**src/logic/msm_pkg.sv**
```systemverilog
package msm_pkg;

  ////////////////////
  // Sizes
  ////////////////////
  // Default accumulator count, the top level starts from this
  localparam int NUM_ACCU  = 2;
  localparam int NUM_WIN   = 2;
  localparam int WIN_W     = 3;
  // Digit 0 selects no bucket
  localparam int NUM_BKT   = (1 << WIN_W) - 1;
  localparam int WIN_IDX_W = 1;
  localparam int PNT_W     = 16;
  localparam int ACC_ID_W  = 1;

  ////////////////////
  // Types
  ////////////////////
  typedef logic [PNT_W-1:0] pnt_t;

  // Group modulus, a 16-bit prime
  localparam pnt_t P_MOD = 16'd65521;

  typedef logic [NUM_WIN-1:0][WIN_W-1:0] red_scal_t;

  // Slice i goes to accumulator i
  typedef red_scal_t [NUM_ACCU-1:0] scal_word_t;

  typedef struct packed {
    logic       last;
    scal_word_t word;
  } scal_beat_t;

  typedef struct packed {
    logic clear_bkt;
    logic write_bkt;
  } mode_t;

  typedef struct packed {
    logic [ACC_ID_W-1:0]  acc_id;
    logic [WIN_IDX_W-1:0] win;
    logic [WIN_W-1:0]     digit;
    pnt_t                 value;
    logic                 last;
  } bucket_beat_t;

endpackage : msm_pkg

```
**src/logic/run_ctrl.sv**
```systemverilog
`timescale 1ns/1ps

module run_ctrl #(
  parameter int NUM_ACCU = msm_pkg::NUM_ACCU
) (
  input  logic                ap_clk_i,
  input  logic                arst_n_i,
  input  logic                start_i,
  input  msm_pkg::mode_t      mode_i,
  input  logic [NUM_ACCU-1:0] accu_done_i,
  input  logic                wr_done_i,
  output logic                start_o,
  output msm_pkg::mode_t      mode_o,
  output logic                idle_o,
  output logic                done_o
);

  logic                start_q;
  logic                idle_q;
  msm_pkg::mode_t      mode_q;
  logic [NUM_ACCU-1:0] sticky_q;
  logic                all_done_q;
  logic [NUM_ACCU-1:0] seen;
  logic                launch;

  assign launch = start_i && idle_o;
  assign seen   = sticky_q | accu_done_i;

  // Write mode waits for the scheduler
  assign done_o  = mode_q.write_bkt ? wr_done_i : all_done_q;
  assign idle_o  = idle_q || done_o;
  assign start_o = start_q;
  assign mode_o  = mode_q;

  always_ff @(posedge ap_clk_i or negedge arst_n_i) begin
    if (!arst_n_i) begin
      start_q    <= 1'b0;
      idle_q     <= 1'b1;
      mode_q     <= '0;
      sticky_q   <= '0;
      all_done_q <= 1'b0;
    end else begin
      start_q    <= launch;
      all_done_q <= 1'b0;
      if (launch) begin
        idle_q <= 1'b0;
        mode_q <= mode_i;
      end else if (done_o) begin
        idle_q <= 1'b1;
      end
      // Collect done pulses, one combined pulse per run
      if (start_q) begin
        sticky_q <= '0;
      end else if (&seen) begin
        sticky_q   <= '0;
        all_done_q <= 1'b1;
      end else begin
        sticky_q <= seen;
      end
    end
  end

endmodule : run_ctrl

```
**config.mk**
```make
export PLATFORM = sky130hd
export DESIGN_NAME = run_ctrl
export DESIGN_NICKNAME = d
export VERILOG_FILES = /design/src/logic/msm_pkg.sv /design/src/logic/run_ctrl.sv
export SDC_FILE = /design/constraint.sdc
export NUM_CORES = 1
export LEC_CHECK = 0
export BUFFER_PORTS_ARGS = -buffer_cell sky130_fd_sc_hd__buf_2
export CAP_MARGIN = 20
export CORE_AREA = 2 2 39 41
export DETAILED_ROUTE_END_ITERATION = 12
export DIE_AREA = 0 0 41 43
export PLACE_DENSITY = 0.55
export REMOVE_ABC_BUFFERS = 1
export SLEW_MARGIN = 25
export SYNTH_ARGS = -nofsm -noshare
export SYNTH_HDL_FRONTEND = slang
export SYNTH_SLANG_ARGS = --single-unit
```
**constraint.sdc**
```tcl
create_clock -name ap_clk_i -period 3.12 [get_ports ap_clk_i]
set_input_delay 0.936 -clock ap_clk_i [delete_from_list [all_inputs] [get_ports ap_clk_i]]
set_output_delay 0.936 -clock ap_clk_i [all_outputs]
set_load 0.1 [all_outputs]
```
==> impl_metrics.csv, run 1 <==
group,metric,value,unit
clocking,post_cts_buffers,0,
cells_and_area,syn2layout_area_growth,37.1,%
yosys,ys_ff_latch,7,
drt,wl,506,microns
sta,fmaxAchievable,0.368,GHz
grt,grt_usage,0.0732,
grt,antenna_found_initial,0,
worst_setup_path,cp_cell_sequence,"buf_2 -> mux2_4 -> nor2_1 -> inv_1 -> buf_2",
grt,grt_pass1_vias,212,
floorplanning,die_w,41,microns
clocking,hold_buffers,0,
worst_hold_path,hp-class,"reg -> reg",
yosys,synth_cell_types,11,
worst_setup_path,critPathRequiredTime,2.18,ns
worst_setup_path,reg2reg_from,"mode_o[0]",
sta,report.final.slew_viol_count,0,
floorplanning,start_util,0.207,
worst_hold_path,whs_endpoint,"sticky_q[1]",
floorplanning,core_area,0.00138,sq mm
sta,setup_viol,0,
cells_and_area,layout_common_cells,"12 x buf_2, 6 x dfrtp_1, 4 x nor2_1",
floorplanning,fp.dieArea,0.00176,sq mm
pwr,p_comb_frac,0.469,
cells_and_area,final_common_cell,"buf_2",
worst_setup_path,worstSetupStartpointType,"primary input",
cells_and_area,postLayoutCoreUtil,0.284,
pwr,peakVddDrop,0.234,mV
pwr,seq_power_share,0.323,
grt,gr-usage-met1,0.0936,
clocking,cts_made_buffers,3,
pwr,power_frac_clock,0.208,
grt,grt_use_met3,0.0314,
clocking,cts_tree,"done",
grt,grt_util_met2,0.0813,
yosys,synth-seq-area-share,0.616,
drt,detail-route-antenna-nets,0,
worst_setup_path,cp.arrival,1.78,ns
flow_run,cap_violations,0,
clocking,cts.reportedPaths.clkPinSlew,0.05,ns
drt,drc_errors,0,
place,gp_congestion,0.599,
clocking,tritoncts_num_sinks,7,
drt,vias_per_cell,4.02,
grt,overflow,0,
sta,max_slew_margin,0.678,
pwr,p_leak,0.202,nW
worst_setup_path,endpoint_kind,"output port",
floorplanning,io_pins,13,
worst_hold_path,hold_start,"sticky_q[0]",
worst_hold_path,hold_depth,1,
grt,grt_pass1_wl,779,microns
clocking,cts-resized-gates,0,
worst_setup_path,reg2reg_depth,3,
yosys,synth_area,287,sq um
cells_and_area,antenna_cells,0,
grt,grt_max_degree,8,
worst_setup_path,crit_fanout,3,
worst_setup_path,crit_buf_inv,3,
sta,worstMarginPinSlew,0.487,ns
clocking,cts_root_buffer,"clkbuf_4",
grt,grt.busiest_layer,"met1",
yosys,ys_warn_count,0,
cells_and_area,drive_gt1_frac,0.475,
sta,fin_crit_sh,0.871,
run_status,outcome,"finished clean",
worst_setup_path,cpMaxStageDelayCell,"mux2_4",
sta,period_minus_slack,2.72,ns
pwr,sw_frac_of_total,0.491,
floorplanning,num_rows,14,
yosys,syn_avg_cell_area,11.9,sq um
worst_setup_path,r2r_slack,1.80,ns
floorplanning,die_y,43,microns
sta,finalHoldViolCount,0,
pwr,p_int,0.191,mW
worst_setup_path,r2r-end,"mode_o[1]",
yosys,synthCells,24,
worst_setup_path,crit_top_cell,"buf_2",
worst_setup_path,max_stage_delay,0.28,ns
worst_setup_path,crit_family,"buffers and inverters",
drt,vias,225,
sta,rsz0062_at_grt,"no",
worst_setup_path,path_class,"in -> out",
clocking,clk_latency,0.24,ns
place,portBuffers,12,
sta,fin_skew,0.000106,ns
sta,fin_tns_setup,0,ns
drt,dr.pass1.iters,4,
clocking,cts.path.max_buffers,2,
drt,wl_per_cell,9.04,microns
pwr,power.density,956,mW/mm^2
cells_and_area,layout.nets,49,
place,place_hpwl,397,microns
drt,drtIter0Drc,1,
clocking,cts_htree_levels,1,
pwr,power.total,0.375,mW
pwr,switching_power,0.184,mW
==> routing by layer <==
metal,part of all wire,wire (microns)
met1,0.51,259
met3,0.15,76
met4,0,0
met5,0,0
met2,0.33,169
==> how the worst max path moves through the flow <==
stage	startpoint	to	slack [ns]	depth (start not counted)
2_1_floorplan	mode_o[0]	idle_o	0.02	3
6_report	wr_done_i	idle_o	0.40	5
5_1_grt	wr_done_i	idle_o	0.37	5
3_3_place_gp	wr_done_i	idle_o	0.41	5
4_1_cts	wr_done_i	idle_o	0.40	5
3_5_place_dp	wr_done_i	idle_o	0.40	5
==> power by group through the flow <==
| stage | Sequential (mW) | Clock, mW | Combinational [mW] |
|---|---|---|---|
| after global placement | 0.123 | 0 | 0.176 |
| after global routing | 0.123 | 0.0868 | 0.184 |
| after CTS | 0.121 | 0.0833 | 0.177 |
| final | 0.121 | 0.0780 | 0.176 |
| after detailed placement | 0.122 | 0 | 0.177 |
| after floorplan | 0.191 | 0 | 0.0805 |
==> cells in the mapped netlist <==
cell type,n,area (sq um)
nor2_1,4,15.0
inv_1,3,11.3
mux2_4,2,30.0
nor3_1,1,5.00
dfstp_2,1,26.3
o21ai_1,1,5.00
a21oi_1,2,10.0
nor4_1,2,12.5
o21ai_0,1,5.00
dfrtp_1,6,150
o21ai_4,1,16.3
==> stage by stage <==
step | hold WS [ns] | std cells | worst slack, ns | area (sq um)
finish | 0.440 | 56 | 0.403 | 393
global route | 0.473 | 56 | 0.368 | 393
global placement | 0.436 | 52 | 0.410 | 367
detailed placement | 0.430 | 52 | 0.402 | 367
CTS | 0.444 | 56 | 0.399 | 393
floorplan | 0.410 | 24 | 0.0168 | 287
==> cell families after synthesis <==
| logic type | count (synthesis) | synth area share |
|---|---|---|
| AND/OR/NAND/NOR | 7 | 0.113 |
| AO/OA/AOI/OAI | 5 | 0.127 |
| multiplexers | 2 | 0.105 |
| flip-flops | 7 | 0.616 |
| buffers and inverters | 3 | 0.0393 |
==> flip-flops by register name, indices dropped and copies added, names as in the netlist <==
register and count:
start_o 1, mode_o 2, all_done_q 1, sticky_q 2
idle_q 1
==> final cells by class <==
type	count	area, sq um
fill	158	991
sequential	7	176
multi-input combinational	14	98.8
timing repair buffer	12	60.1
clock buffer	4	26.3
tap	16	20.0
inverter	3	11.3
Note: power is estimated with default switching activity, not from simulation.
==> run 2: changes to the inputs <==
ABC_AREA = 1   (was unset)
PLACE_DENSITY = 0.54   (was 0.55)
==> run 2 against run 1 <==
Count of clock-buffer cells in the layout stayed put. Synthesized cell count is 21% higher. First-iteration DRC count rose to 8.0 times the previous value. Synthesized area decreased by 2.6%.
==> impl_metrics.csv, run 2 <==
group,metric,value,unit
drt,vias,235,
worst_setup_path,path_class,"in -> out",
worst_setup_path,max_stage_delay,0.44,ns
floorplanning,core_area,0.00138,sq mm
run_status,outcome,"finished clean",
cells_and_area,layout.nets,54,
yosys,synth_ff_type,"dfrtp_1",
clocking,hold_buffers,0,
worst_setup_path,cpMaxStageDelayCell,"buf_2",
clocking,cts_htree_levels,1,
drt,wl,504,microns
sta,fin_crit_sh,0.827,
floorplanning,start_util,0.202,
worst_setup_path,crit_family,"buffers and inverters",
cells_and_area,n_fill_cell,153,
grt,antenna_found_initial,0,
drt,dr.pass1.iters,2,
worst_setup_path,cp.arrival,1.65,ns
clocking,cts_tree,"done",
sta,fin_skew,0.000925,ns
yosys,synth_cell_types,10,
place,portBuffers,12,
yosys,synth_top_area_cell,"dfrtp_1",
yosys,synth_edf_count,0,
clocking,tritoncts_num_sinks,7,
cells_and_area,syn2layout_area_growth,38.1,%
yosys,synth.area.top_cells,"dfrtp_1 54%, dfstp_2 9.4%, nand2_1 9.4%",
floorplanning,fp.dieArea,0.00176,sq mm
worst_setup_path,cp_cell_sequence,"buf_2 -> nand2_1 -> nand3_2 -> buf_2",
cells_and_area,drive_gt1_frac,0.422,
yosys,muxShareOfSynthArea,0,
clocking,cts-resized-gates,0,
yosys,synth.top_cell.area_share,0.538,
worst_setup_path,critPathRequiredTime,2.18,ns
yosys,synth.most_common_cell,"nand2_1",
place,pre_cts_slack,0.536,ns
yosys,ys_ff_latch,7,
yosys,syn_avg_cell_area,9.62,sq um
sta,report.final.slew_viol_count,0,
cells_and_area,antenna_cells,0,
clocking,post_cts_buffers,0,
worst_setup_path,crit_fanout,5,
grt,overflow,0,
floorplanning,die_y,43,microns
sta,finalHoldViolCount,0,
yosys,synth_compound_area_frac,0,
grt,grt_pass1_wl,821,microns
drt,drtIter0Drc,8,
place,gp_congestion,0.602,
drt,drc_errors,0,
yosys,synth_top_family_by_area,"simple AND/OR/NAND/NOR gates",
grt,grt_usage,0.0750,
yosys,synthCells,29,
clocking,cts.path.max_buffers,2,
worst_hold_path,hp-class,"reg -> reg",
yosys,synthAdderAreaFrac,0,
sta,rsz0062_at_grt,"no",
cells_and_area,postLayoutCoreUtil,0.278,
cells_and_area,multiInputGateArea,83.8,sq um
yosys,synth-seq-area-share,0.632,
yosys,async_reset_ff_frac,1.00,
grt,grt_pass1_vias,205,
sta,fin_tns_setup,0,ns
clocking,cts_made_buffers,3,
clocking,clk_latency,0.25,ns
clocking,cts_root_buffer,"clkbuf_4",
yosys,synthTopCellsByCount,"7 x nand2_1, 6 x dfrtp_1, 5 x inv_1",
sta,period_minus_slack,2.58,ns
flow_run,cap_violations,0,
grt,grt_max_degree,8,
sta,hold_ws,0.437,ns
yosys,synthXorXnorAreaFrac,0,
drt,detail-route-antenna-nets,0,
worst_setup_path,crit_buf_inv,2,
sta,worst_slack,0.539,ns
drt,vias_per_cell,3.85,
worst_setup_path,worstSetupStartpointType,"primary input",
worst_setup_path,crit_top_cell,"buf_2",
yosys,synth_area,279,sq um
yosys,ys_warn_count,0,
sta,max_slew_margin,0.678,
cells_and_area,final_common_cell,"buf_2",
sta,setup_viol,0,
clocking,cts.reportedPaths.clkPinSlew,0.05,ns
sta,worstMarginPinSlew,0.486,ns
sta,fmaxAchievable,0.387,GHz
floorplanning,num_rows,14,
drt,wl_per_cell,8.26,microns
floorplanning,die_w,41,microns
yosys,synth-simple-area-share,0.300,
worst_setup_path,endpoint_kind,"output port",
cells_and_area,regArea,176,sq um
cells_and_area,layout_common_cells,"12 x buf_2, 7 x nand2_1, 6 x dfrtp_1",
floorplanning,io_pins,13,
[run 2: kinds of logic after synthesis]
family / count (synthesis)
buffers and inverters: 5
DFF: 7
and+or+nand+nor: 17
[run 2: per-stage QoR]
step	instance area, sq um	std cells
finish	385	61
global route	385	61
CTS	385	61
detailed placement	359	57
global placement	359	57
floorplan	279	29
[run 2: area by class of cell]
| type | count | area share |
|---|---|---|
| flip-flops and latches | 7 | 0.458 |
| multi-input cells | 17 | 0.218 |
| repair buffers | 12 | 0.156 |
| clock buffers | 4 | 0.0682 |
| well taps | 16 | 0.0519 |
| inverters | 5 | 0.0487 |
[run 2: metal layers]
layer | GRT usage | routed length [microns] | vias up
met5 | 0 | 0 | -
met4 | 0.100 | 0 | 0
met3 | 0.0157 | 21 | 0
met2 | 0.0906 | 242 | 7
met1 | 0.0894 | 240 | 104
li1 | - | - | 124
[run 2: worst paths after layout]
check                                 start          end  slack, ns  cells after the start
worst min register to register  sticky_q[0]  sticky_q[1]       0.44                      1
worst max register to register       idle_q    mode_o[0]       2.18                      5
max in group asynchronous          arst_n_i       idle_q       2.39                      1
worst max-delay path              wr_done_i       idle_o       0.54                      4
min in group asynchronous          arst_n_i      start_o       0.51                      1
worst min-delay path            sticky_q[0]  sticky_q[1]       0.44                      1
[run 2: worst reg2reg max path, delay by kind of cell, from the launching register on]
kind / cells / cell delay, ns
DFF: 1 / 0.51
and+or+nand+nor: 4 / 0.28
buffers and inverters: 1 / 0.04
Power of run 2 is not shown: default switching activity piles up to over one toggle a cycle in this logic, so the estimate is an artifact.
