[src/logic/msm_pkg.sv]
package msm_pkg;

  ////////////////////
  // Sizes
  ////////////////////
  // Default accumulator count, the top level starts from this
  localparam int NUM_ACCU  = 2;
  localparam int NUM_WIN   = 2;
  localparam int WIN_W     = 3;
  // Digit 0 selects no bucket
  localparam int NUM_BKT   = (1 << WIN_W) - 1;
  localparam int WIN_IDX_W = 1;
  localparam int PNT_W     = 16;
  localparam int ACC_ID_W  = 1;

  ////////////////////
  // Types
  ////////////////////
  typedef logic [PNT_W-1:0] pnt_t;

  // Group modulus, a 16-bit prime
  localparam pnt_t P_MOD = 16'd65521;

  typedef logic [NUM_WIN-1:0][WIN_W-1:0] red_scal_t;

  // Slice i goes to accumulator i
  typedef red_scal_t [NUM_ACCU-1:0] scal_word_t;

  typedef struct packed {
    logic       last;
    scal_word_t word;
  } scal_beat_t;

  typedef struct packed {
    logic clear_bkt;
    logic write_bkt;
  } mode_t;

  typedef struct packed {
    logic [ACC_ID_W-1:0]  acc_id;
    logic [WIN_IDX_W-1:0] win;
    logic [WIN_W-1:0]     digit;
    pnt_t                 value;
    logic                 last;
  } bucket_beat_t;

endpackage : msm_pkg

[src/logic/scalar_splitter.sv]
`timescale 1ns/1ps

module scalar_splitter #(
  parameter int NUM_ACCU = msm_pkg::NUM_ACCU
) (
  input  logic                              ap_clk_i,
  input  logic                              arst_n_i,
  input  msm_pkg::scal_beat_t               scal_i,
  input  logic                              valid_i,
  output logic                              ready_o,
  output msm_pkg::red_scal_t [NUM_ACCU-1:0] red_scal_o,
  output logic [NUM_ACCU-1:0]               last_o,
  output logic [NUM_ACCU-1:0]               valid_o,
  input  logic [NUM_ACCU-1:0]               ready_i
);

  // Lanes that already took the current word
  logic [NUM_ACCU-1:0] taken_q;
  logic [NUM_ACCU-1:0] accept;

  for (genvar i = 0; i < NUM_ACCU; i++) begin : g_lane
    assign red_scal_o[i] = scal_i.word[i];
    assign last_o[i]     = scal_i.last;
  end

  assign valid_o = {NUM_ACCU{valid_i}} & ~taken_q;
  assign accept  = valid_o & ready_i;

  // Word leaves when the last pending lane accepts
  assign ready_o = &(taken_q | ready_i);

  always_ff @(posedge ap_clk_i or negedge arst_n_i) begin
    if (!arst_n_i) begin
      taken_q <= '0;
    end else if (valid_i) begin
      if (ready_o) begin
        taken_q <= '0;
      end else begin
        taken_q <= taken_q | accept;
      end
    end
  end

endmodule : scalar_splitter

[config.mk]
export PLATFORM = sky130hd
export DESIGN_NAME = scalar_splitter
export DESIGN_NICKNAME = d
export VERILOG_FILES = /design/src/logic/msm_pkg.sv /design/src/logic/scalar_splitter.sv
export SDC_FILE = /design/constraint.sdc
export NUM_CORES = 1
export LEC_CHECK = 0
export ABC_CLOCK_PERIOD_IN_PS = 2300
export BUFFER_PORTS_ARGS = -buffer_cell sky130_fd_sc_hd__buf_2
export CORE_AREA = 5 5 42 44
export CTS_CLUSTER_DIAMETER = 30
export CTS_CLUSTER_SIZE = 12
export DETAILED_ROUTE_END_ITERATION = 12
export DIE_AREA = 0 0 47 49
export PLACE_DENSITY = 0.55
export SKIP_LAST_GASP = 1
export SLEW_MARGIN = 25
export SYNTH_ARGS = -nofsm -noshare
export SYNTH_HDL_FRONTEND = slang
export SYNTH_SLANG_ARGS = --single-unit
export TNS_END_PERCENT = 50
[constraint.sdc]
create_clock -name ap_clk_i -period 2.3 [get_ports ap_clk_i]
set_clock_uncertainty 0.05 [all_clocks]
set_input_delay 0.115 -clock ap_clk_i [delete_from_list [all_inputs] [get_ports ap_clk_i]]
set_output_delay 0.115 -clock ap_clk_i [all_outputs]
set_load 0.03 [all_outputs]
==> summary.md, run 1 <==
| Metric | Value |
|---|---|
| Gr usage total | 3.028% |
| Vias in the first global route | 101 |
| Worst Path Max Fanout | 4 |
| Antenna Violating Nets Remaining | 0 |
| Maximum vdd drop | 0.0001613 V |
| Placed cell area | 162.7 µm² |
| Die width | 47 µm |
| Share of cells above drive strength 1 | 54.55% |
| Largest registers | taken_q: 2 flops |
| GPL Wtd Cong | 0.7052 |
| CTS buffer count | 3 |
| HP Class | input port to flip-flop |
| Post-synth top cells | 14 x buf_4, 2 x a21oi_1, 2 x dfrtp_1, 2 x nor2_1, 2 x o21a_1 |
| Die height | 49 µm |
| Mapped Nets | 43 |
| # setup viols final | 0 |
| Most frequent cell after synthesis | buf_4 |
| Relative slew slack | 89.60% |
| Io pins | 35 |
| Rows | 14 |
| Pleak | 0.09259 nW |
| Hold_ws | 125.9 ps |
| First-pass iteration count of the detailed router | 1 |
| Core area | 0.001401 mm² |
| Max reg flops | 2 |
| Worst EP arrival | 1010 ps |
| Root buf cell | clkbuf_4 |
| Period utilization | 51.00% |
| Layout Cells excl Fill | 38 |
| Diode count | 0 |
| Synthesized flop and latch total | 2 |
| Synth Cell Area | 212.7 µm² |
| Fin util | 13.93% |
| Final setup margin | 1127 ps |
| Largest net degree at the start of global routing | 7 |
| RSZ-0062 raised after global routing | false |
| First-pass GRT wire length | 379 µm |
| Largest Register | taken_q |
| PD cells | 803.9 mW/mm² |
| Total grt overflow | 0 |
| Antenna violations before repair | 0 |
| Count of clock tree sinks | 2 |
| Worst Setup Start Kind | flip-flop |
| Yosys top cell area share | 49.41% |
| Design Power | 0.1569 mW |
| Area growth from synthesis to layout | -8.235% |
| Clock period minus final worst setup slack | 1173 ps |
| # placed instances | 34 |
| Mean post-synth cell area | 8.508 µm² |
| Primary FF master, synth | dfrtp_1 |
| Outcome | complete, no violations |
| Worst slew pin tran | 157.1 ps |
| Critical path class | flip-flop to primary output |
| Via density | 3.342 |
| Die area | 0.002303 mm² |
| Clock Tree Buf Depth | 2 |
| CTS H-tree lvls | 1 |
| Final Hold Viols | 0 |
| Synth cell types | 8 |
| Sequential share of the synthesized area | 23.53% |
| Register clock-pin slew on the reported worst setup and hold paths | 30 ps |
| Resized cells post-CTS | 0 |
| Initial drt markers | 0 |
| Mapped Cells | 25 |
| Vias post-DR | 127 |
| Final Max Tran Viols | 0 |
| PortBufs | 7 |
| Required @ worst endpoint | 2130 ps |
| Wire per inst | 8.289 µm |
| Area contributors post-synth | buf_4 49%, dfrtp_1 24%, o21a_1 7.1%, a21oi_1 4.7%, o22a_2 4.7% |
| Crit path capture type | primary output |
| Share of flip-flops with an asynchronous set or reset | 100.0% |
| Worst skew pair latency | 220 ps |
| Number of synthesized flops with an enable pin | 0 |
| Area leader, netlist | buf_4 |
| Max-Cap Viols | 0 |
| Number of remaining DRC errors | 0 |
| Post-CTS Setup Repair Bufs | 0 |
| Setup TNS | 0 ps |
| Final instance area | 195.2 µm² |
| Pre-CTS WS | 1362 ps |
| CTS tree | done |
| Initial Utilization | 15.18% |
| Peak Freq | 852.5 MHz |
| Yosys warnings | 0 |
| Layout Nets | 42 |
| Post-Route WL | 315 µm |
[timing repair]
item | CTS | global route
endpoints found under the hold margin | 2 | 0
hold buffers | 1 | 0
endpoints found under the setup margin | 0 | 0
[area by class of cell]
type | count | area (µm²)
fillers | 167 | 1206
flip-flops and latches | 2 | 50.05
clock buffers | 3 | 22.52
well taps | 16 | 20.02
repair buffers | 8 | 45.04
multi-input cells | 9 | 57.56
[cell families after synthesis]
| family | count (synthesis) | synth area share [%] |
|---|---|---|
| flip-flops | 2 | 23.53 |
| buffers and inverters | 14 | 49.41 |
| AO/OA/AOI/OAI | 5 | 16.47 |
| AND/OR/NAND/NOR | 4 | 10.59 |
[power breakdown]
part	total [mW]	internal, mW	switching [mW]
clock	0.0761	0.0575	0.0187
combinational	0.0367	0.0156	0.0211
sequential	0.0441	0.0399	0.00415
total	0.157	0.113	0.0439
[metal layers]
metal  vias up  routed length (µm)  global-route usage [%]
met5         -                   0                       0
met4         0                   4                   3.687
met3         2                  91                   5.535
met2        11                  74                   2.262
met1        51                 146                   2.198
li1         63                   -                       -
[critical path, stage by stage, from the launching register on]
cell	delay (ps)
dfrtp_1	390
o22a_2	220
buf_2	170
[layout by cell type, fill, tap and decap left out]
cell type and instances:
o21a_1 2, nor2_1 2, buf_2 7, a21oi_1 2, and2b_2 1, nor2b_1 1
dlygate4sd3_1 1, o22a_2 1, clkbuf_4 3, dfrtp_1 2
[final timing paths]
path | from | end | slack [ps] | depth (start not counted)
worst max-delay path | taken_q[0] | ready_o | 1130 | 2
min in group asynchronous | arst_n_i | taken_q[1] | 160 | 2
worst min register to register | taken_q[1] | taken_q[1] | 500 | 2
worst min-delay path | ready_i[1] | taken_q[0] | 130 | 3
worst max register to register | taken_q[1] | taken_q[0] | 1520 | 2
max in group asynchronous | arst_n_i | taken_q[0] | 1940 | 2
(Power assumes the default switching activity.)
==> run 2, diff against run 1 <==
--- a/config.mk
+++ b/config.mk
@@ -5,14 +5,15 @@
 export SDC_FILE = /design/constraint.sdc
 export NUM_CORES = 1
 export LEC_CHECK = 0
-export ABC_CLOCK_PERIOD_IN_PS = 2300
+export ABC_AREA = 1
+export ABC_CLOCK_PERIOD_IN_PS = 1060
 export BUFFER_PORTS_ARGS = -buffer_cell sky130_fd_sc_hd__buf_2
 export CORE_AREA = 5 5 42 44
 export CTS_CLUSTER_DIAMETER = 30
 export CTS_CLUSTER_SIZE = 12
 export DETAILED_ROUTE_END_ITERATION = 12
 export DIE_AREA = 0 0 47 49
-export PLACE_DENSITY = 0.55
+export PLACE_DENSITY = 0.57
 export SKIP_LAST_GASP = 1
 export SLEW_MARGIN = 25
 export SYNTH_ARGS = -nofsm -noshare
==> constraint.sdc (replaced) <==
create_clock -name ap_clk_i -period 1.06 [get_ports ap_clk_i]
set_clock_uncertainty 0.05 [all_clocks]
set_input_delay 0.053 -clock ap_clk_i [delete_from_list [all_inputs] [get_ports ap_clk_i]]
set_output_delay 0.053 -clock ap_clk_i [all_outputs]
set_load 0.03 [all_outputs]
==> summary.md, run 2 <==
| Metric | Value |
|---|---|
| Mapped Nets | 49 |
| Max-Cap Viols | 0 |
| Sequential share of the synthesized area | 23.12% |
| Mean post-synth cell area | 6.983 µm² |
| Comb power frac | 25.9% |
| Share of cells above drive strength 1 | 46.67% |
| Core area | 0.001401 mm² |
| Register clock-pin slew on the reported worst setup and hold paths | 30 ps |
| Worst skew pair latency | 220 ps |
| Pleak | 0.1226 nW |
| Final setup margin | 13.70 ps |
| Relative slew slack | 89.65% |
| Fin util | 15.63% |
| PortBufs | 7 |
| Area contributors post-synth | buf_4 49%, dfrtp_1 23%, nor2_1 10%, inv_1 5.2%, nand2_1 5.2% |
| Wire per inst | 8.978 µm |
| Final Hold Viols | 0 |
| Layout Cells excl Fill | 46 |
| Most frequent cell after synthesis | buf_4 |
| Synth Cell Area | 216.5 µm² |
| Final instance area | 219.0 µm² |
| Outcome | complete, no violations |
| Highest-count cells in the layout ignoring fill and taps | 6 x buf_2, 5 x nor2_1 |
| Synth cell types | 8 |
| Commonest non-fill, non-tap cell in the layout | buf_2 |
| Vias post-DR | 149 |
| Critical path class | flip-flop to primary output |
| Max reg flops | 2 |
| Diode count | 0 |
| Switch share | 29.76% |
| Initial drt markers | 3 |
| Mapped Cells | 31 |
| First-pass iteration count of the detailed router | 3 |
| Area growth from synthesis to layout | 1.156% |
| Vias in the first global route | 175 |
| Rows | 14 |
| Yosys top cell area share | 48.55% |
| Via density | 3.239 |
| CTS tree | done |
| Setup TNS | 0 ps |
| Initial Utilization | 15.45% |
| Crit path capture type | primary output |
| Largest Register | taken_q |
| Post-Route WL | 413 µm |
| Yosys warnings | 0 |
| CTS H-tree lvls | 1 |
| PD cells | 1623 mW/mm² |
| Required @ worst endpoint | 960 ps |
| Share of flip-flops with an asynchronous set or reset | 100.0% |
| Antenna Violating Nets Remaining | 0 |
| CTS buffer count | 3 |
| Placed cell area | 166.4 µm² |
| Largest net degree at the start of global routing | 5 |
| Crit-path max cell delay | 390 ps |
| Synthesized flop and latch total | 2 |
| Worst Setup Start Kind | flip-flop |
| # placed instances | 40 |
| Switching pwr | 0.1057 mW |
| Worst Path Buf+Inv | 1 |
| Number of synthesized flops with an enable pin | 0 |
| Io pins | 35 |
| Clock Tree Buf Depth | 2 |
| HP Class | input port to flip-flop |
| Die height | 49 µm |
| Total grt overflow | 0 |
| Final Max Tran Viols | 0 |
| Pre-CTS WS | 198.8 ps |
| Clock share of power | 47.6% |
| Layout Nets | 50 |
| Worst EP arrival | 940 ps |
| Worst path cell trace | nor2_2 > nor2_1 > buf_4 |
| Top Family by Delay on Critical Path | flip-flops |
| Reg power frac | 26.4% |
| Area leader, netlist | buf_4 |
| Worst Path Max Fanout | 3 |
| Design Power | 0.3554 mW |
| Int Pwr | 0.2496 mW |
| Peak Freq | 955.8 MHz |
| Die area | 0.002303 mm² |
| Crit path max-delay cell type | dfrtp_1 |
| Gr usage total | 4.722% |
| # setup viols final | 0 |
| Maximum vdd drop | 0.0001776 V |
| Number of remaining DRC errors | 0 |
| Root buf cell | clkbuf_4 |
| Post-synth top cells | 14 x buf_4, 6 x nor2_1, 3 x inv_1, 3 x nand2_1, 2 x dfrtp_1 |
| First-pass GRT wire length | 641 µm |
| Clock period minus final worst setup slack | 1046 ps |
| GPL Wtd Cong | 0.5820 |
| Flop-to-flop setup slack | 170 ps |
| Period utilization | 98.71% |
| Detailed placement HPWL | 305.9 µm |
| Worst slew pin tran | 156.3 ps |
| Die width | 47 µm |
| Count of clock tree sinks | 2 |
| Hold_ws | 40.92 ps |
| Largest registers | taken_q: 2 flops |
| RSZ-0062 raised after global routing | true |
| Primary FF master, synth | dfrtp_1 |
| Antenna violations before repair | 0 |
## run 2: changes by cell type after synthesis
cell and change:
a21oi_1 -1, and2b_2 -1, inv_1 +3, nand2_1 +3, nand3_1 +1, nor2_1 +4
nor2_2 +1, nor2b_1 -1, o21a_1 -2, o22a_2 -1
## run 2: layout make-up
| class | count | area (µm²) |
|---|---|---|
| timing repair buffer | 10 | 62.56 |
| multi-input combinational | 12 | 52.55 |
| fill | 166 | 1182 |
| sequential | 2 | 50.05 |
| tap | 16 | 20.02 |
| clock buffer | 3 | 22.52 |
| inverter | 3 | 11.26 |
## run 2: final timing paths
check,start,to,cells past startpoint
worst max-delay path,taken_q[1],ready_o,3
worst min-delay path,valid_i,taken_q[1],3
worst max register to register,taken_q[1],taken_q[1],5
worst min register to register,taken_q[0],taken_q[0],2
max in group asynchronous,arst_n_i,taken_q[0],2
min in group asynchronous,arst_n_i,taken_q[1],2
## run 2: per-layer routing
metal  vias to the layer above  GRT usage (%)  part of all wire, %
li1                         76              -                    -
met5                         -              0                    0
met3                         2          4.428                   26
met1                        60          3.744                   31
met2                        11          4.751                   39
met4                         0          7.834                  3.6
## run 2: cells by family (layout without fill, tap and decap cells)
family / count (synthesis) / in the layout / synth area share (%)
AND/OR/NAND/NOR: 11 / 11 / 20.81
AO/OA/AOI/OAI: 1 / 1 / 2.310
buffers and inverters: 17 / 16 / 53.76
flip-flops: 2 / 2 / 23.12
## run 2: power by group through the flow
stage | logic [mW] | clock network, mW | registers, mW
final | 0.0922 | 0.169 | 0.0939
after global routing | 0.103 | 0.182 | 0.0954
after CTS | 0.0933 | 0.183 | 0.0938
after detailed placement | 0.0757 | 0 | 0.0944
after global placement | 0.0742 | 0 | 0.0939
after floorplan | 0.148 | 0 | 0.0932
## run 2: worst min-delay path, cell delays in order
cell,delay [ps]
buf_2,100
nand3_1,70
nand2_1,60
## run 2: timing repair
item	in CTS	in global routing
setup endpoints to repair	1	3
resized for setup	2	0
pin swaps	1	0
hold buffers	1	0
gates cloned	0	0
endpoints found under the hold margin	2	0
setup buffers	2	0
