File: config.mk
export PLATFORM = sky130hd
export DESIGN_NAME = bucket_accumulator
export DESIGN_NICKNAME = d
export VERILOG_FILES = /design/src/logic/msm_pkg.sv /design/src/logic/bucket_accumulator.sv
export SDC_FILE = /design/constraint.sdc
export NUM_CORES = 1
export LEC_CHECK = 0
export ABC_AREA = 1
export BUFFER_PORTS_ARGS = -buffer_cell sky130_fd_sc_hd__buf_4
export CAP_MARGIN = 5
export CORE_MARGIN = 3
export CORE_UTILIZATION = 25
export CTS_BUF_LIST = sky130_fd_sc_hd__clkbuf_16
export DETAILED_ROUTE_END_ITERATION = 6
export PLACE_DENSITY = 0.45
export SETUP_SLACK_MARGIN = 0.1
export SYNTH_ARGS = -nofsm -noshare
export SYNTH_HDL_FRONTEND = slang
export SYNTH_SLANG_ARGS = --single-unit
File: constraint.sdc
create_clock -name ap_clk_i -period 4.2 [get_ports ap_clk_i]
set_input_delay 1.26 -clock ap_clk_i [delete_from_list [all_inputs] [get_ports ap_clk_i]]
set_output_delay 1.26 -clock ap_clk_i [all_outputs]
set_load 0.05 [all_outputs]
File: src/logic/msm_pkg.sv
package msm_pkg;

  ////////////////////
  // Sizes
  ////////////////////
  // Default accumulator count, the top level starts from this
  localparam int NUM_ACCU  = 2;
  localparam int NUM_WIN   = 2;
  localparam int WIN_W     = 3;
  // Digit 0 selects no bucket
  localparam int NUM_BKT   = (1 << WIN_W) - 1;
  localparam int WIN_IDX_W = 1;
  localparam int PNT_W     = 16;
  localparam int ACC_ID_W  = 1;

  ////////////////////
  // Types
  ////////////////////
  typedef logic [PNT_W-1:0] pnt_t;

  // Group modulus, a 16-bit prime
  localparam pnt_t P_MOD = 16'd65521;

  typedef logic [NUM_WIN-1:0][WIN_W-1:0] red_scal_t;

  // Slice i goes to accumulator i
  typedef red_scal_t [NUM_ACCU-1:0] scal_word_t;

  typedef struct packed {
    logic       last;
    scal_word_t word;
  } scal_beat_t;

  typedef struct packed {
    logic clear_bkt;
    logic write_bkt;
  } mode_t;

  typedef struct packed {
    logic [ACC_ID_W-1:0]  acc_id;
    logic [WIN_IDX_W-1:0] win;
    logic [WIN_W-1:0]     digit;
    pnt_t                 value;
    logic                 last;
  } bucket_beat_t;

endpackage : msm_pkg

File: src/logic/bucket_accumulator.sv
`timescale 1ns/1ps

module bucket_accumulator #(
  parameter int ACC_ID = 0
) (
  input  logic                  ap_clk_i,
  input  logic                  arst_n_i,
  input  logic                  start_i,
  input  msm_pkg::mode_t        mode_i,
  input  msm_pkg::red_scal_t    red_scal_i,
  input  logic                  red_scal_last_i,
  input  logic                  red_scal_valid_i,
  output logic                  red_scal_ready_o,
  input  msm_pkg::pnt_t         pnt_i,
  input  logic                  pnt_valid_i,
  output logic                  pnt_ready_o,
  output logic                  done_o,
  output msm_pkg::bucket_beat_t bucket_o,
  output logic                  bucket_valid_o,
  input  logic                  bucket_ready_i
);

  localparam int NUM_WIN   = msm_pkg::NUM_WIN;
  localparam int NUM_BKT   = msm_pkg::NUM_BKT;
  localparam int WIN_W     = msm_pkg::WIN_W;
  localparam int WIN_IDX_W = msm_pkg::WIN_IDX_W;
  localparam int PNT_W     = msm_pkg::PNT_W;

  // Bucket b of a window holds digit b+1
  msm_pkg::pnt_t        bkt_q [NUM_WIN][NUM_BKT];
  logic                 running_q;
  logic                 writing_q;
  logic                 done_q;
  logic [WIN_IDX_W-1:0] wr_win_q;
  logic [WIN_W-1:0]     wr_dig_q;
  logic                 take_en;
  logic                 fire;
  logic                 fire_last;
  logic                 wr_fire;
  logic                 wr_last;

  // Inputs are below P_MOD, so one subtraction is enough
  function automatic msm_pkg::pnt_t mod_add(msm_pkg::pnt_t a, msm_pkg::pnt_t b);
    logic [PNT_W:0] sum;
    sum = {1'b0, a} + {1'b0, b};
    if (sum >= {1'b0, msm_pkg::P_MOD}) begin
      sum = sum - {1'b0, msm_pkg::P_MOD};
    end
    return sum[PNT_W-1:0];
  endfunction

  ////////////////////
  // Input join
  ////////////////////
  assign take_en          = running_q && !writing_q;
  assign red_scal_ready_o = take_en && pnt_valid_i;
  assign pnt_ready_o      = take_en && red_scal_valid_i;
  assign fire             = take_en && red_scal_valid_i && pnt_valid_i;
  assign fire_last        = fire && red_scal_last_i;

  always_ff @(posedge ap_clk_i or negedge arst_n_i) begin
    if (!arst_n_i) begin
      for (int w = 0; w < NUM_WIN; w++) begin
        for (int b = 0; b < NUM_BKT; b++) begin
          bkt_q[w][b] <= '0;
        end
      end
    end else if (start_i && mode_i.clear_bkt) begin
      for (int w = 0; w < NUM_WIN; w++) begin
        for (int b = 0; b < NUM_BKT; b++) begin
          bkt_q[w][b] <= '0;
        end
      end
    end else if (fire) begin
      for (int w = 0; w < NUM_WIN; w++) begin
        if (red_scal_i[w] != '0) begin
          bkt_q[w][red_scal_i[w] - 1'b1] <= mod_add(bkt_q[w][red_scal_i[w] - 1'b1], pnt_i);
        end
      end
    end
  end

  ////////////////////
  // Write-out
  ////////////////////
  assign wr_fire = writing_q && bucket_ready_i;
  assign wr_last = (wr_win_q == WIN_IDX_W'(NUM_WIN - 1)) && (wr_dig_q == WIN_W'(NUM_BKT));

  always_comb begin
    bucket_o.acc_id = ACC_ID[msm_pkg::ACC_ID_W-1:0];
    bucket_o.win    = wr_win_q;
    bucket_o.digit  = wr_dig_q;
    bucket_o.value  = bkt_q[wr_win_q][wr_dig_q - 1'b1];
    bucket_o.last   = wr_last;
  end

  assign bucket_valid_o = writing_q;
  assign done_o         = done_q;

  always_ff @(posedge ap_clk_i or negedge arst_n_i) begin
    if (!arst_n_i) begin
      running_q <= 1'b0;
      writing_q <= 1'b0;
      done_q    <= 1'b0;
      wr_win_q  <= '0;
      wr_dig_q  <= '0;
    end else begin
      done_q <= fire_last;
      if (start_i) begin
        running_q <= 1'b1;
      end else if (fire_last) begin
        running_q <= 1'b0;
      end
      if (fire_last && mode_i.write_bkt) begin
        writing_q <= 1'b1;
        wr_win_q  <= '0;
        wr_dig_q  <= WIN_W'(1);
      end else if (wr_fire) begin
        if (wr_last) begin
          writing_q <= 1'b0;
        end else if (wr_dig_q == WIN_W'(NUM_BKT)) begin
          wr_dig_q <= WIN_W'(1);
          wr_win_q <= wr_win_q + 1'b1;
        end else begin
          wr_dig_q <= wr_dig_q + 1'b1;
        end
      end
    end
  end

endmodule : bucket_accumulator

==> results of run 1 <==
## through the flow
step / hold WS [ps] / cell area [µm²] / total power [mW] / util
2_1_floorplan: 449 / 17100 / 5.52 / -
3_3_place_gp: 463 / 20800 / 7.44 / 0.322
3_5_place_dp: 465 / 20800 / 7.47 / 0.322
4_1_cts: 478 / 24400 / 10.3 / 0.378
5_1_grt: 490 / 25500 / 10.9 / 0.394
6_report: 471 / 25500 / 10.4 / 0.394
## registers in the layout, indices dropped and copies added, names as in the netlist
register	flops
bkt_q	224
bucket_valid_o	1
done_o	1
running_q	1
wr_dig_q	3
wr_win_q	1
## worst max-delay path: cells and delay by family
| kind | cells | cell delay (ps) |
|---|---|---|
| simple gates | 14 | 1380 |
| buf+inv | 9 | 1140 |
| compound gates | 3 | 590 |
| fa+ha+maj | 2 | 660 |
## worst max-delay path by stage
stage                        startpoint    endpoint  depth (start not counted)
after floorplan           red_scal_i[0]  bkt_q[118]                         27
after global placement    red_scal_i[0]  bkt_q[130]                         27
after detailed placement  red_scal_i[4]   bkt_q[27]                         25
after CTS                 red_scal_i[4]   bkt_q[27]                         30
after global routing      red_scal_i[0]  bkt_q[213]                         28
final                     red_scal_i[0]  bkt_q[213]                         28
## logic make-up after synthesis
kind of cell	count (synthesis)
and+or+nand+nor	1396
DFF	231
AOI/OAI and AO/OA	372
xor gates and xnor gates	24
buffers and inverters	344
other	1
adders and majority gates	45
## power by group
part	switching, mW	internal, mW	leakage [nW]	total [mW]
clock	1.03	1.49	0.482	2.53
sequential	0.119	2.33	3.20	2.45
combinational	3.64	1.79	8.12	5.42
total	4.79	5.61	11.8	10.4
## cells in the final DEF, fill, tap and decap left out, drive strengths merged, types with 3 or more instances in the layout
master      n
nand4      46
nor2      123
and2        7
nand3b      4
bufinv      4
inv       239
a22oi      10
nand3     337
a21oi     117
xor2       17
ha         43
clkinv     20
o21ai     156
o2111ai    12
clkinvlp    3
a221oi     33
o211ai     16
dfrtp     231
o22ai      17
nand2     865
buf       438
clkbuf     30
xnor2       7
nor3       14
## layout make-up
type,instances,area [µm²]
clock inverters,23,213
clock buffers,29,726
multi-input cells,1840,12600
repair buffers,439,4110
flip-flops and latches,231,5780
fillers,6666,39200
inverters,243,980
diodes,1,2.50
well taps,855,1070
## layer usage
metal,up-vias,global-route usage,wire (µm)
met1,8927,0.298,33100
met2,748,0.365,35100
met4,0,0.0979,4490
met3,203,0.0174,3950
met5,-,0,0
li1,8738,-,-
## repair_timing
item	CTS	global route
resized for setup	462	212
endpoints found under the setup margin	224	226
gates cloned	8	0
setup buffers	40	23
pin swaps	219	179
==> flow_summary_export.csv, run 1 <==
group,metric,value,unit
clock_tree,cts_buffers,28,
yosys,yosys.area_share.adder,0.0353,
detailed_routing,antenna_left,0,
cells_and_area,layout-drive-gt1-share,0.389,
detailed_routing,vias,18600,
yosys,synth.avg_cell_area,6.79,µm²
power_and_ir_drop,vdd_ir_drop_max,379,µV
sta,worst_slew_pin_slew,1180,ps
critical_path,critPathLaunchType,"primary input",
critical_path,worst_ep_required_time,4650,ps
detailed_routing,routedWlPerCell,21.0,µm
sta,setup_slack,-384,ps
clock_tree,clkLatencyLatePin,560,ps
clock_tree,hold_buffers,0,
critical_path,path_class,"in2reg",
floorplanning,die-area,0.0687,mm²
sta,finalHoldViolCount,0,
sta,fin_worst_skew,13.4,ps
min_path,hold_class,"reg2reg",
sta,finalSetupViolations,224,
clock_tree,cts_tree,"yes",
power_and_ir_drop,power.leakage,11.8,nW
power_and_ir_drop,powerDensity,408,mW/mm²
yosys,ys_ff_latch,231,
yosys,synth-async-reset-ratio,1.00,
cells_and_area,area_growth,55.6,%
detailed_routing,drt_wl_total,76700,µm
yosys,synth_compound_gate_area_share,0.132,
detailed_routing,drt-initial-drc-count,1594,
min_path,holdPathEnd,"bkt_q[83]",
detailed_routing,dr.pass1.iters,5,
yosys,synth_nets,2489,
global_routing,grt_pass1_vias,18100,
yosys,synth_xor_area_frac,0.0133,
floorplanning,chipHeight,262,µm
yosys,syn_inst,2413,
yosys,syn_area,0.0164,mm²
yosys,synth.distinct_cells,49,
cells_and_area,nets,2859,
yosys,yosys-top-cells-area,"dfrtp_1 35%, nand2_1 19%, nand3_1 10%, inv_1 5.4%, o21ai_0 4.8%",
sta,slew_headroom,0.216,
yosys,yosysMostFrequentCell,"nand2_1",
placed_design,place_inst,3538,
critical_path,worstPathArrival,5030,ps
detailed_routing,viasPerCell,5.08,
floorplanning,rows,93,
cells_and_area,layout.cells.non_filler,3661,
clock_tree,clock_sinks,231,
status,violations,"setup timing",
yosys,synth_top_area_cell,"dfrtp_1",
yosys,synthMuxAreaShare,0,
critical_path,r2r_cells,22,
placed_design,post-dp-hpwl,57600,µm
status,run_status,"finished with violations",
yosys,yosysWarnings,0,
global_routing,grt_start_max_net_pins,106,
run,max_cap_viol_count,0,
sta,max_clock_freq,218,MHz
yosys,synth.top_cell.area_share,0.353,
critical_path,cp_slowest_cell,"ha_4",
min_path,hold-path-cell-count,2,
global_routing,grtUsageTotal,0.221,
detailed_routing,drcViolationCount,0,
min_path,hold_start,"bkt_q[83]",
floorplanning,initial_core_util,0.253,
placed_design,io_buffers,55,
sta,period_share,1.09,
yosys,yosys-top-cells-count,"838 x nand2_1, 327 x nand3_1, 237 x inv_1",
critical_path,critical_path_peak_fanout,7,
global_routing,overflow,0,
yosys,synth_seq_area_share,0.353,
placed_design,dp_slack,-1310,ps
yosys,synth-main-ff-cell,"dfrtp_1",
clock_tree,clk_path_buf_depth,3,
critical_path,reg2reg_slack,810,ps
yosys,yosys.area_share.simple,0.382,
sta,fin_crit,4580,ps
clock_tree,htree_levels,1,
sta,tns,-66400,ps
critical_path,slowest_delay,340,ps
critical_path,crit_path_end_kind,"register",
placed_design,gp_congestion,0.910,
global_routing,grt_pass1_wl,115000,µm
floorplanning,io_pins,57,
sta,drv_slew,0,
floorplanning,die_w,262,µm
floorplanning,core_area,0.0647,mm²
clock_tree,path_clk_slew,60,ps
yosys,synth_edf_count,0,
global_routing,antenna_found_initial,1,
sta,rsz0062_at_grt,"yes",
clock_tree,cts_root_buffer,"clkbuf_16",
yosys,synth_top_family_by_area,"simple AND/OR/NAND/NOR gates",
critical_path,worstReg2RegStart,"bkt_q[220]",
critical_path,r2r-end,"bkt_q[213]",
Note: power is estimated with default switching activity, not from simulation.
==> inputs of run 2 (changes only) <==
==> constraint.sdc (replaced) <==
create_clock -name ap_clk_i -period 5.1 [get_ports ap_clk_i]
set_input_delay 1.53 -clock ap_clk_i [delete_from_list [all_inputs] [get_ports ap_clk_i]]
set_output_delay 1.53 -clock ap_clk_i [all_outputs]
set_load 0.05 [all_outputs]
==> flow_summary_export.csv, run 2 (same netlist as run 1, synthesis figures left out) <==
group,metric,value,unit
status,run_status,"finished clean",
floorplanning,io_pins,57,
floorplanning,die_w,262,µm
clock_tree,cts_buffers,27,
clock_tree,clock_sinks,231,
sta,fin_crit,4890,ps
power_and_ir_drop,pwr-share-comb,0.500,
placed_design,post-dp-hpwl,58000,µm
detailed_routing,drt-initial-drc-count,1691,
cells_and_area,reg_top3,"bkt_q: 224 flops, wr_dig_q: 3 flops",
clock_tree,cts_tree,"yes",
cells_and_area,top_register,"bkt_q",
min_path,hold-path-cell-count,2,
placed_design,dp_slack,-755,ps
power_and_ir_drop,switchingPower,3.79,mW
floorplanning,core_area,0.0647,mm²
floorplanning,rows,93,
detailed_routing,antenna_left,0,
sta,period_share,0.959,
sta,rsz0062_at_grt,"yes",
cells_and_area,mostFrequentLayoutCell,"nand2_1",
clock_tree,hold_buffers,0,
cells_and_area,antenna_cells,0,
sta,finalHoldViolCount,0,
power_and_ir_drop,power.leakage,11.2,nW
sta,slew_headroom,0.255,
sta,fin_worst_skew,17.2,ps
detailed_routing,drcViolationCount,0,
detailed_routing,drt_wl_total,75700,µm
min_path,hold_class,"reg2reg",
critical_path,crit_path_end_kind,"register",
global_routing,grt_pass1_vias,17400,
floorplanning,initial_core_util,0.253,
sta,max_clock_freq,205,MHz
sta,worst_slew_pin_slew,1120,ps
power_and_ir_drop,powerDensity,366,mW/mm²
global_routing,grtUsageTotal,0.215,
critical_path,r2r_cells,21,
clock_tree,cts_root_buffer,"clkbuf_16",
detailed_routing,routedWlPerCell,21.0,µm
power_and_ir_drop,vdd_ir_drop_max,272,µV
global_routing,grt_start_max_net_pins,110,
sta,setup_slack,210,ps
run,max_cap_viol_count,0,
global_routing,antenna_found_initial,0,
sta,finalSetupViolations,0,
floorplanning,chipHeight,262,µm
cells_and_area,multi_input_area,0.0106,mm²
power_and_ir_drop,p_seq_frac,0.245,
clock_tree,clk_path_buf_depth,3,
detailed_routing,vias,18200,
detailed_routing,viasPerCell,5.05,
cells_and_area,largest_reg_flops,224,
power_and_ir_drop,swShare,0.462,
critical_path,path_class,"in2reg",
floorplanning,die-area,0.0687,mm²
sta,drv_slew,0,
placed_design,gp_congestion,0.966,
clock_tree,path_clk_slew,60,ps
power_and_ir_drop,p_int,4.42,mW
critical_path,critPathLaunchType,"primary input",
clock_tree,htree_levels,1,
cells_and_area,mostFrequentLayoutCells,"778 x nand2_1, 349 x buf_4, 296 x nand3_1",
cells_and_area,area_growth,37.0,%
cells_and_area,n_fill_cell,6991,
detailed_routing,dr.pass1.iters,6,
power_and_ir_drop,pwr-share-clk,0.255,
cells_and_area,final_util,0.347,
cells_and_area,area.sequential,0.00578,mm²
critical_path,critical_path_peak_fanout,8,
cells_and_area,nets,2800,
critical_path,worst_ep_required_time,5560,ps
placed_design,io_buffers,55,
clock_tree,clkLatencyLatePin,570,ps
global_routing,overflow,0,
global_routing,grt_pass1_wl,111000,µm
cells_and_area,layout-drive-gt1-share,0.257,
critical_path,worstPathArrival,5350,ps
==> run 2: through the flow <==
stage / instances / cell area, µm² / hold WS, ps / TNS, ps / total power [mW]
detailed placement: 3520 / 20100 / 465 / -134260 / 5.99
CTS: 3576 / 21200 / 482 / 0 / 8.12
floorplan: 2413 / 16600 / 449 / 0 / 4.50
global route: 3600 / 22400 / 502 / 0 / 8.65
global placement: 3520 / 20100 / 462 / -135870 / 5.98
finish: 3600 / 22400 / 479 / 0 / 8.21
==> run 2: what timing repair did <==
| action | in CTS | in global routing |
|---|---|---|
| resized for setup | 21 | 238 |
| endpoints found under the setup margin | 185 | 224 |
| buffers inserted | 5 | 23 |
| cloned | 1 | 1 |
| pin swaps | 11 | 80 |
==> run 2: final cells by class <==
| class | count | share of cell area |
|---|---|---|
| clock buffers | 27 | 0.0301 |
| flip-flops and latches | 231 | 0.258 |
| multi-input cells | 1839 | 0.471 |
| repair buffers | 382 | 0.141 |
| well taps | 855 | 0.0477 |
| inverters | 243 | 0.0414 |
| clock inverters | 23 | 0.0114 |
==> run 2: path summary, 6_finish.rpt <==
check,startpoint,to,slack [ps]
worst max-delay path,red_scal_i[0],bkt_q[190],210
worst min-delay path,bkt_q[48],bkt_q[48],480
max in group asynchronous,arst_n_i,bkt_q[47],2990
worst min register to register,bkt_q[48],bkt_q[48],480
min in group asynchronous,arst_n_i,bkt_q[204],1050
worst max register to register,bkt_q[16],bkt_q[93],1640
==> run 2: critical path: stages <==
cell and delay, ps:
buf_4 100, clkinvlp_4 130, ha_4 200, xnor2_4 220, nor3_2 70, buf_6 140, inv_1 80, buf_4 150
o22ai_1 70, a2111o_1 500, fa_2 460, buf_6 150, xnor2_4 120, nand2_1 70, nor2_2 40, nand3_1 90
nand2_2 80, nor2_2 130, nand2_2 90, nor2_4 140, nand3_4 150, nand3_4 210, buf_8 170, nand2_8 70
nand3_1 90, nand2_1 60
==> run 2: power by group through the flow <==
stage	combinational, mW	sequential, mW	clock [mW]
detailed placement	3.95	2.04	0
floorplan	2.44	2.05	0
global route	4.43	2.02	2.20
finish	4.11	2.01	2.09
global placement	3.94	2.04	0
CTS	3.98	2.01	2.13
==> run 2: per-layer routing <==
layer  GRT usage  wire length [µm]  up-vias
met5           0                 0        -
met4      0.0887              3490        0
met3      0.0230              4000      178
met2       0.347             34800      650
met1       0.294             33400     8720
li1            -                 -     8614
==> inputs of run 3 (changes only) <==
--- a/config.mk
+++ b/config.mk
@@ -10,7 +10,6 @@
 export CAP_MARGIN = 5
 export CORE_MARGIN = 3
 export CORE_UTILIZATION = 25
-export CTS_BUF_LIST = sky130_fd_sc_hd__clkbuf_16
 export DETAILED_ROUTE_END_ITERATION = 6
 export PLACE_DENSITY = 0.45
 export SETUP_SLACK_MARGIN = 0.1
==> constraint.sdc (replaced) <==
create_clock -name ap_clk_i -period 5.45 [get_ports ap_clk_i]
set_input_delay 1.09 -clock ap_clk_i [delete_from_list [all_inputs] [get_ports ap_clk_i]]
set_output_delay 1.09 -clock ap_clk_i [all_outputs]
set_load 0.05 [all_outputs]
==> flow_summary_export.csv, run 3 (same netlist as run 1, synthesis figures left out) <==
group,metric,value,unit
cells_and_area,stdcell_area,0.0199,mm²
detailed_routing,drt_wl_total,72600,µm
power_and_ir_drop,switchingPower,3.39,mW
floorplanning,rows,93,
cells_and_area,multi_input_area,0.00928,mm²
power_and_ir_drop,p_int,3.86,mW
power_and_ir_drop,vdd_ir_drop_max,420,µV
critical_path,r2r_cells,21,
critical_path,critical_path_peak_fanout,14,
floorplanning,initial_core_util,0.253,
global_routing,grt_pass1_wl,109000,µm
critical_path,crit_path_end_kind,"register",
detailed_routing,routedWlPerCell,21.1,µm
placed_design,gp_congestion,0.928,
power_and_ir_drop,pwr-share-clk,0.247,
clock_tree,clkLatencyLatePin,570,ps
detailed_routing,viasPerCell,5.06,
global_routing,overflow,0,
run,max_cap_viol_count,0,
floorplanning,chipHeight,262,µm
cells_and_area,n_fill_cell,7146,
status,run_status,"finished clean",
detailed_routing,drt-initial-drc-count,1728,
critical_path,worst_ep_required_time,5940,ps
sta,finalHoldViolCount,0,
cells_and_area,largest_reg_flops,224,
sta,fin_crit,4940,ps
sta,drv_slew,0,
clock_tree,path_clk_slew,60,ps
global_routing,grt_start_max_net_pins,110,
cells_and_area,area.sequential,0.00578,mm²
placed_design,io_buffers,55,
cells_and_area,antenna_cells,0,
cells_and_area,nets,2652,
critical_path,crit_top_cell,"nand2_1",
floorplanning,io_pins,57,
cells_and_area,layout-drive-gt1-share,0.134,
floorplanning,die-area,0.0687,mm²
global_routing,antenna_found_initial,0,
critical_path,slowest_delay,370,ps
clock_tree,cts_buffers,27,
critical_path,reg2reg_slack,1650,ps
sta,max_clock_freq,202,MHz
detailed_routing,drcViolationCount,0,
clock_tree,htree_levels,1,
floorplanning,die_w,262,µm
cells_and_area,top_register,"bkt_q",
critical_path,crit_buf_inv,9,
cells_and_area,reg_top3,"bkt_q: 224 flops, wr_dig_q: 3 flops",
clock_tree,cts_tree,"yes",
sta,worst_slew_pin_slew,1410,ps
sta,fin_worst_skew,17.4,ps
cells_and_area,mostFrequentLayoutCell,"nand2_1",
cells_and_area,layout.cells.non_filler,3450,
critical_path,path_class,"in2reg",
critical_path,cpLargestDelayFamily,"simple AND/OR/NAND/NOR gates",
placed_design,place_inst,3401,
global_routing,grt_pass1_vias,16500,
sta,period_share,0.907,
clock_tree,clk_path_buf_depth,3,
detailed_routing,dr.pass1.iters,7,
critical_path,r2r-end,"bkt_q[127]",
critical_path,worstPathArrival,5430,ps
sta,finalSetupViolations,0,
sta,slew_headroom,0.0625,
placed_design,placed_area,0.0190,mm²
floorplanning,core_area,0.0647,mm²
min_path,hold_class,"in2async",
sta,rsz0062_at_grt,"no",
critical_path,worstReg2RegStart,"bkt_q[153]",
power_and_ir_drop,pwr-share-comb,0.494,
clock_tree,clock_sinks,231,
cells_and_area,mostFrequentLayoutCells,"838 x nand2_1, 327 x nand3_1, 235 x inv_1",
critical_path,critPathLaunchType,"primary input",
global_routing,grtUsageTotal,0.209,
detailed_routing,vias,17500,
power_and_ir_drop,p_seq_frac,0.259,
critical_path,cp_slowest_cell,"ha_1",
cells_and_area,area_growth,21.3,%
power_and_ir_drop,swShare,0.468,
detailed_routing,antenna_left,0,
placed_design,post-dp-hpwl,56200,µm
power_and_ir_drop,power.leakage,10.2,nW
power_and_ir_drop,powerDensity,365,mW/mm²
clock_tree,cts_root_buffer,"clkbuf_16",
-- run 3: changes by cell type in the layout (fill, tap and decap cells not counted), moves of 16 or more --
cell | previous run | this run
ha_1 | 13 | 42
nor2_1 | 86 | 117
nand3_2 | 32 | 5
nand2_1 | 778 | 838
ha_4 | 27 | 0
nor2_2 | 21 | 5
buf_4 | 349 | 217
nand2_2 | 55 | 7
nand3_1 | 296 | 327
-- run 3: worst register-to-register path: cells and delay by family, from the launching register on --
kind,cells,cell delay [ps]
and+or+nand+nor,14,1800
adders and majority gates,1,370
buffers and inverters,3,590
AOI/OAI and AO/OA,3,590
DFF,1,390
-- run 3: through the flow --
stage	TNS, ps	util	setup slack, ps	hold slack [ps]	power [mW]
floorplan	0	-	515	449	4.18
global placement	-9600	0.294	-164	461	5.46
detailed placement	-7860	0.294	-148	465	5.47
CTS	0	0.307	421	479	7.28
global route	0	0.307	108	496	7.65
finish	0	0.307	509	474	7.25
-- run 3: layout make-up --
type,instances,share of cell area
timing repair buffer,235,0.0999
clock inverter,7,0.00327
multi-input combinational,1838,0.467
clock buffer,41,0.0392
tap,855,0.0538
inverter,243,0.0462
sequential,231,0.291
-- run 3: power groups by stage --
stage / registers [mW] / logic (mW) / clock network, mW
floorplan: 1.92 / 2.26 / 0
global placement: 1.91 / 3.55 / 0
detailed placement: 1.91 / 3.57 / 0
CTS: 1.88 / 3.58 / 1.82
global route: 1.89 / 3.87 / 1.89
finish: 1.88 / 3.58 / 1.79
-- run 3: worst max path at each step --
stage                       start         end  slack [ps]  cells after the start
floorplan           red_scal_i[3]  bkt_q[100]         510                     25
global placement    red_scal_i[0]  bkt_q[159]        -160                     27
detailed placement  red_scal_i[0]  bkt_q[127]        -150                     28
CTS                 red_scal_i[0]  bkt_q[127]         420                     28
global route        red_scal_i[0]  bkt_q[177]         110                     27
finish              red_scal_i[0]  bkt_q[127]         510                     28
-- run 3: repair_timing --
item                                    CTS  global route
resized for setup                         0             3
buffers inserted                          0             0
endpoints found under the hold margin     0             0
hold buffers                              0             0
endpoints found under the setup margin    0            28
-- run 3: layer usage --
| metal | wire (µm) | global-route usage | vias to the layer above |
|---|---|---|---|
| li1 | - | - | 8293 |
| met3 | 4030 | 0.0204 | 136 |
| met1 | 32800 | 0.289 | 8376 |
| met4 | 2960 | 0.0746 | 0 |
| met2 | 32800 | 0.340 | 667 |
| met5 | 0 | 0 | - |
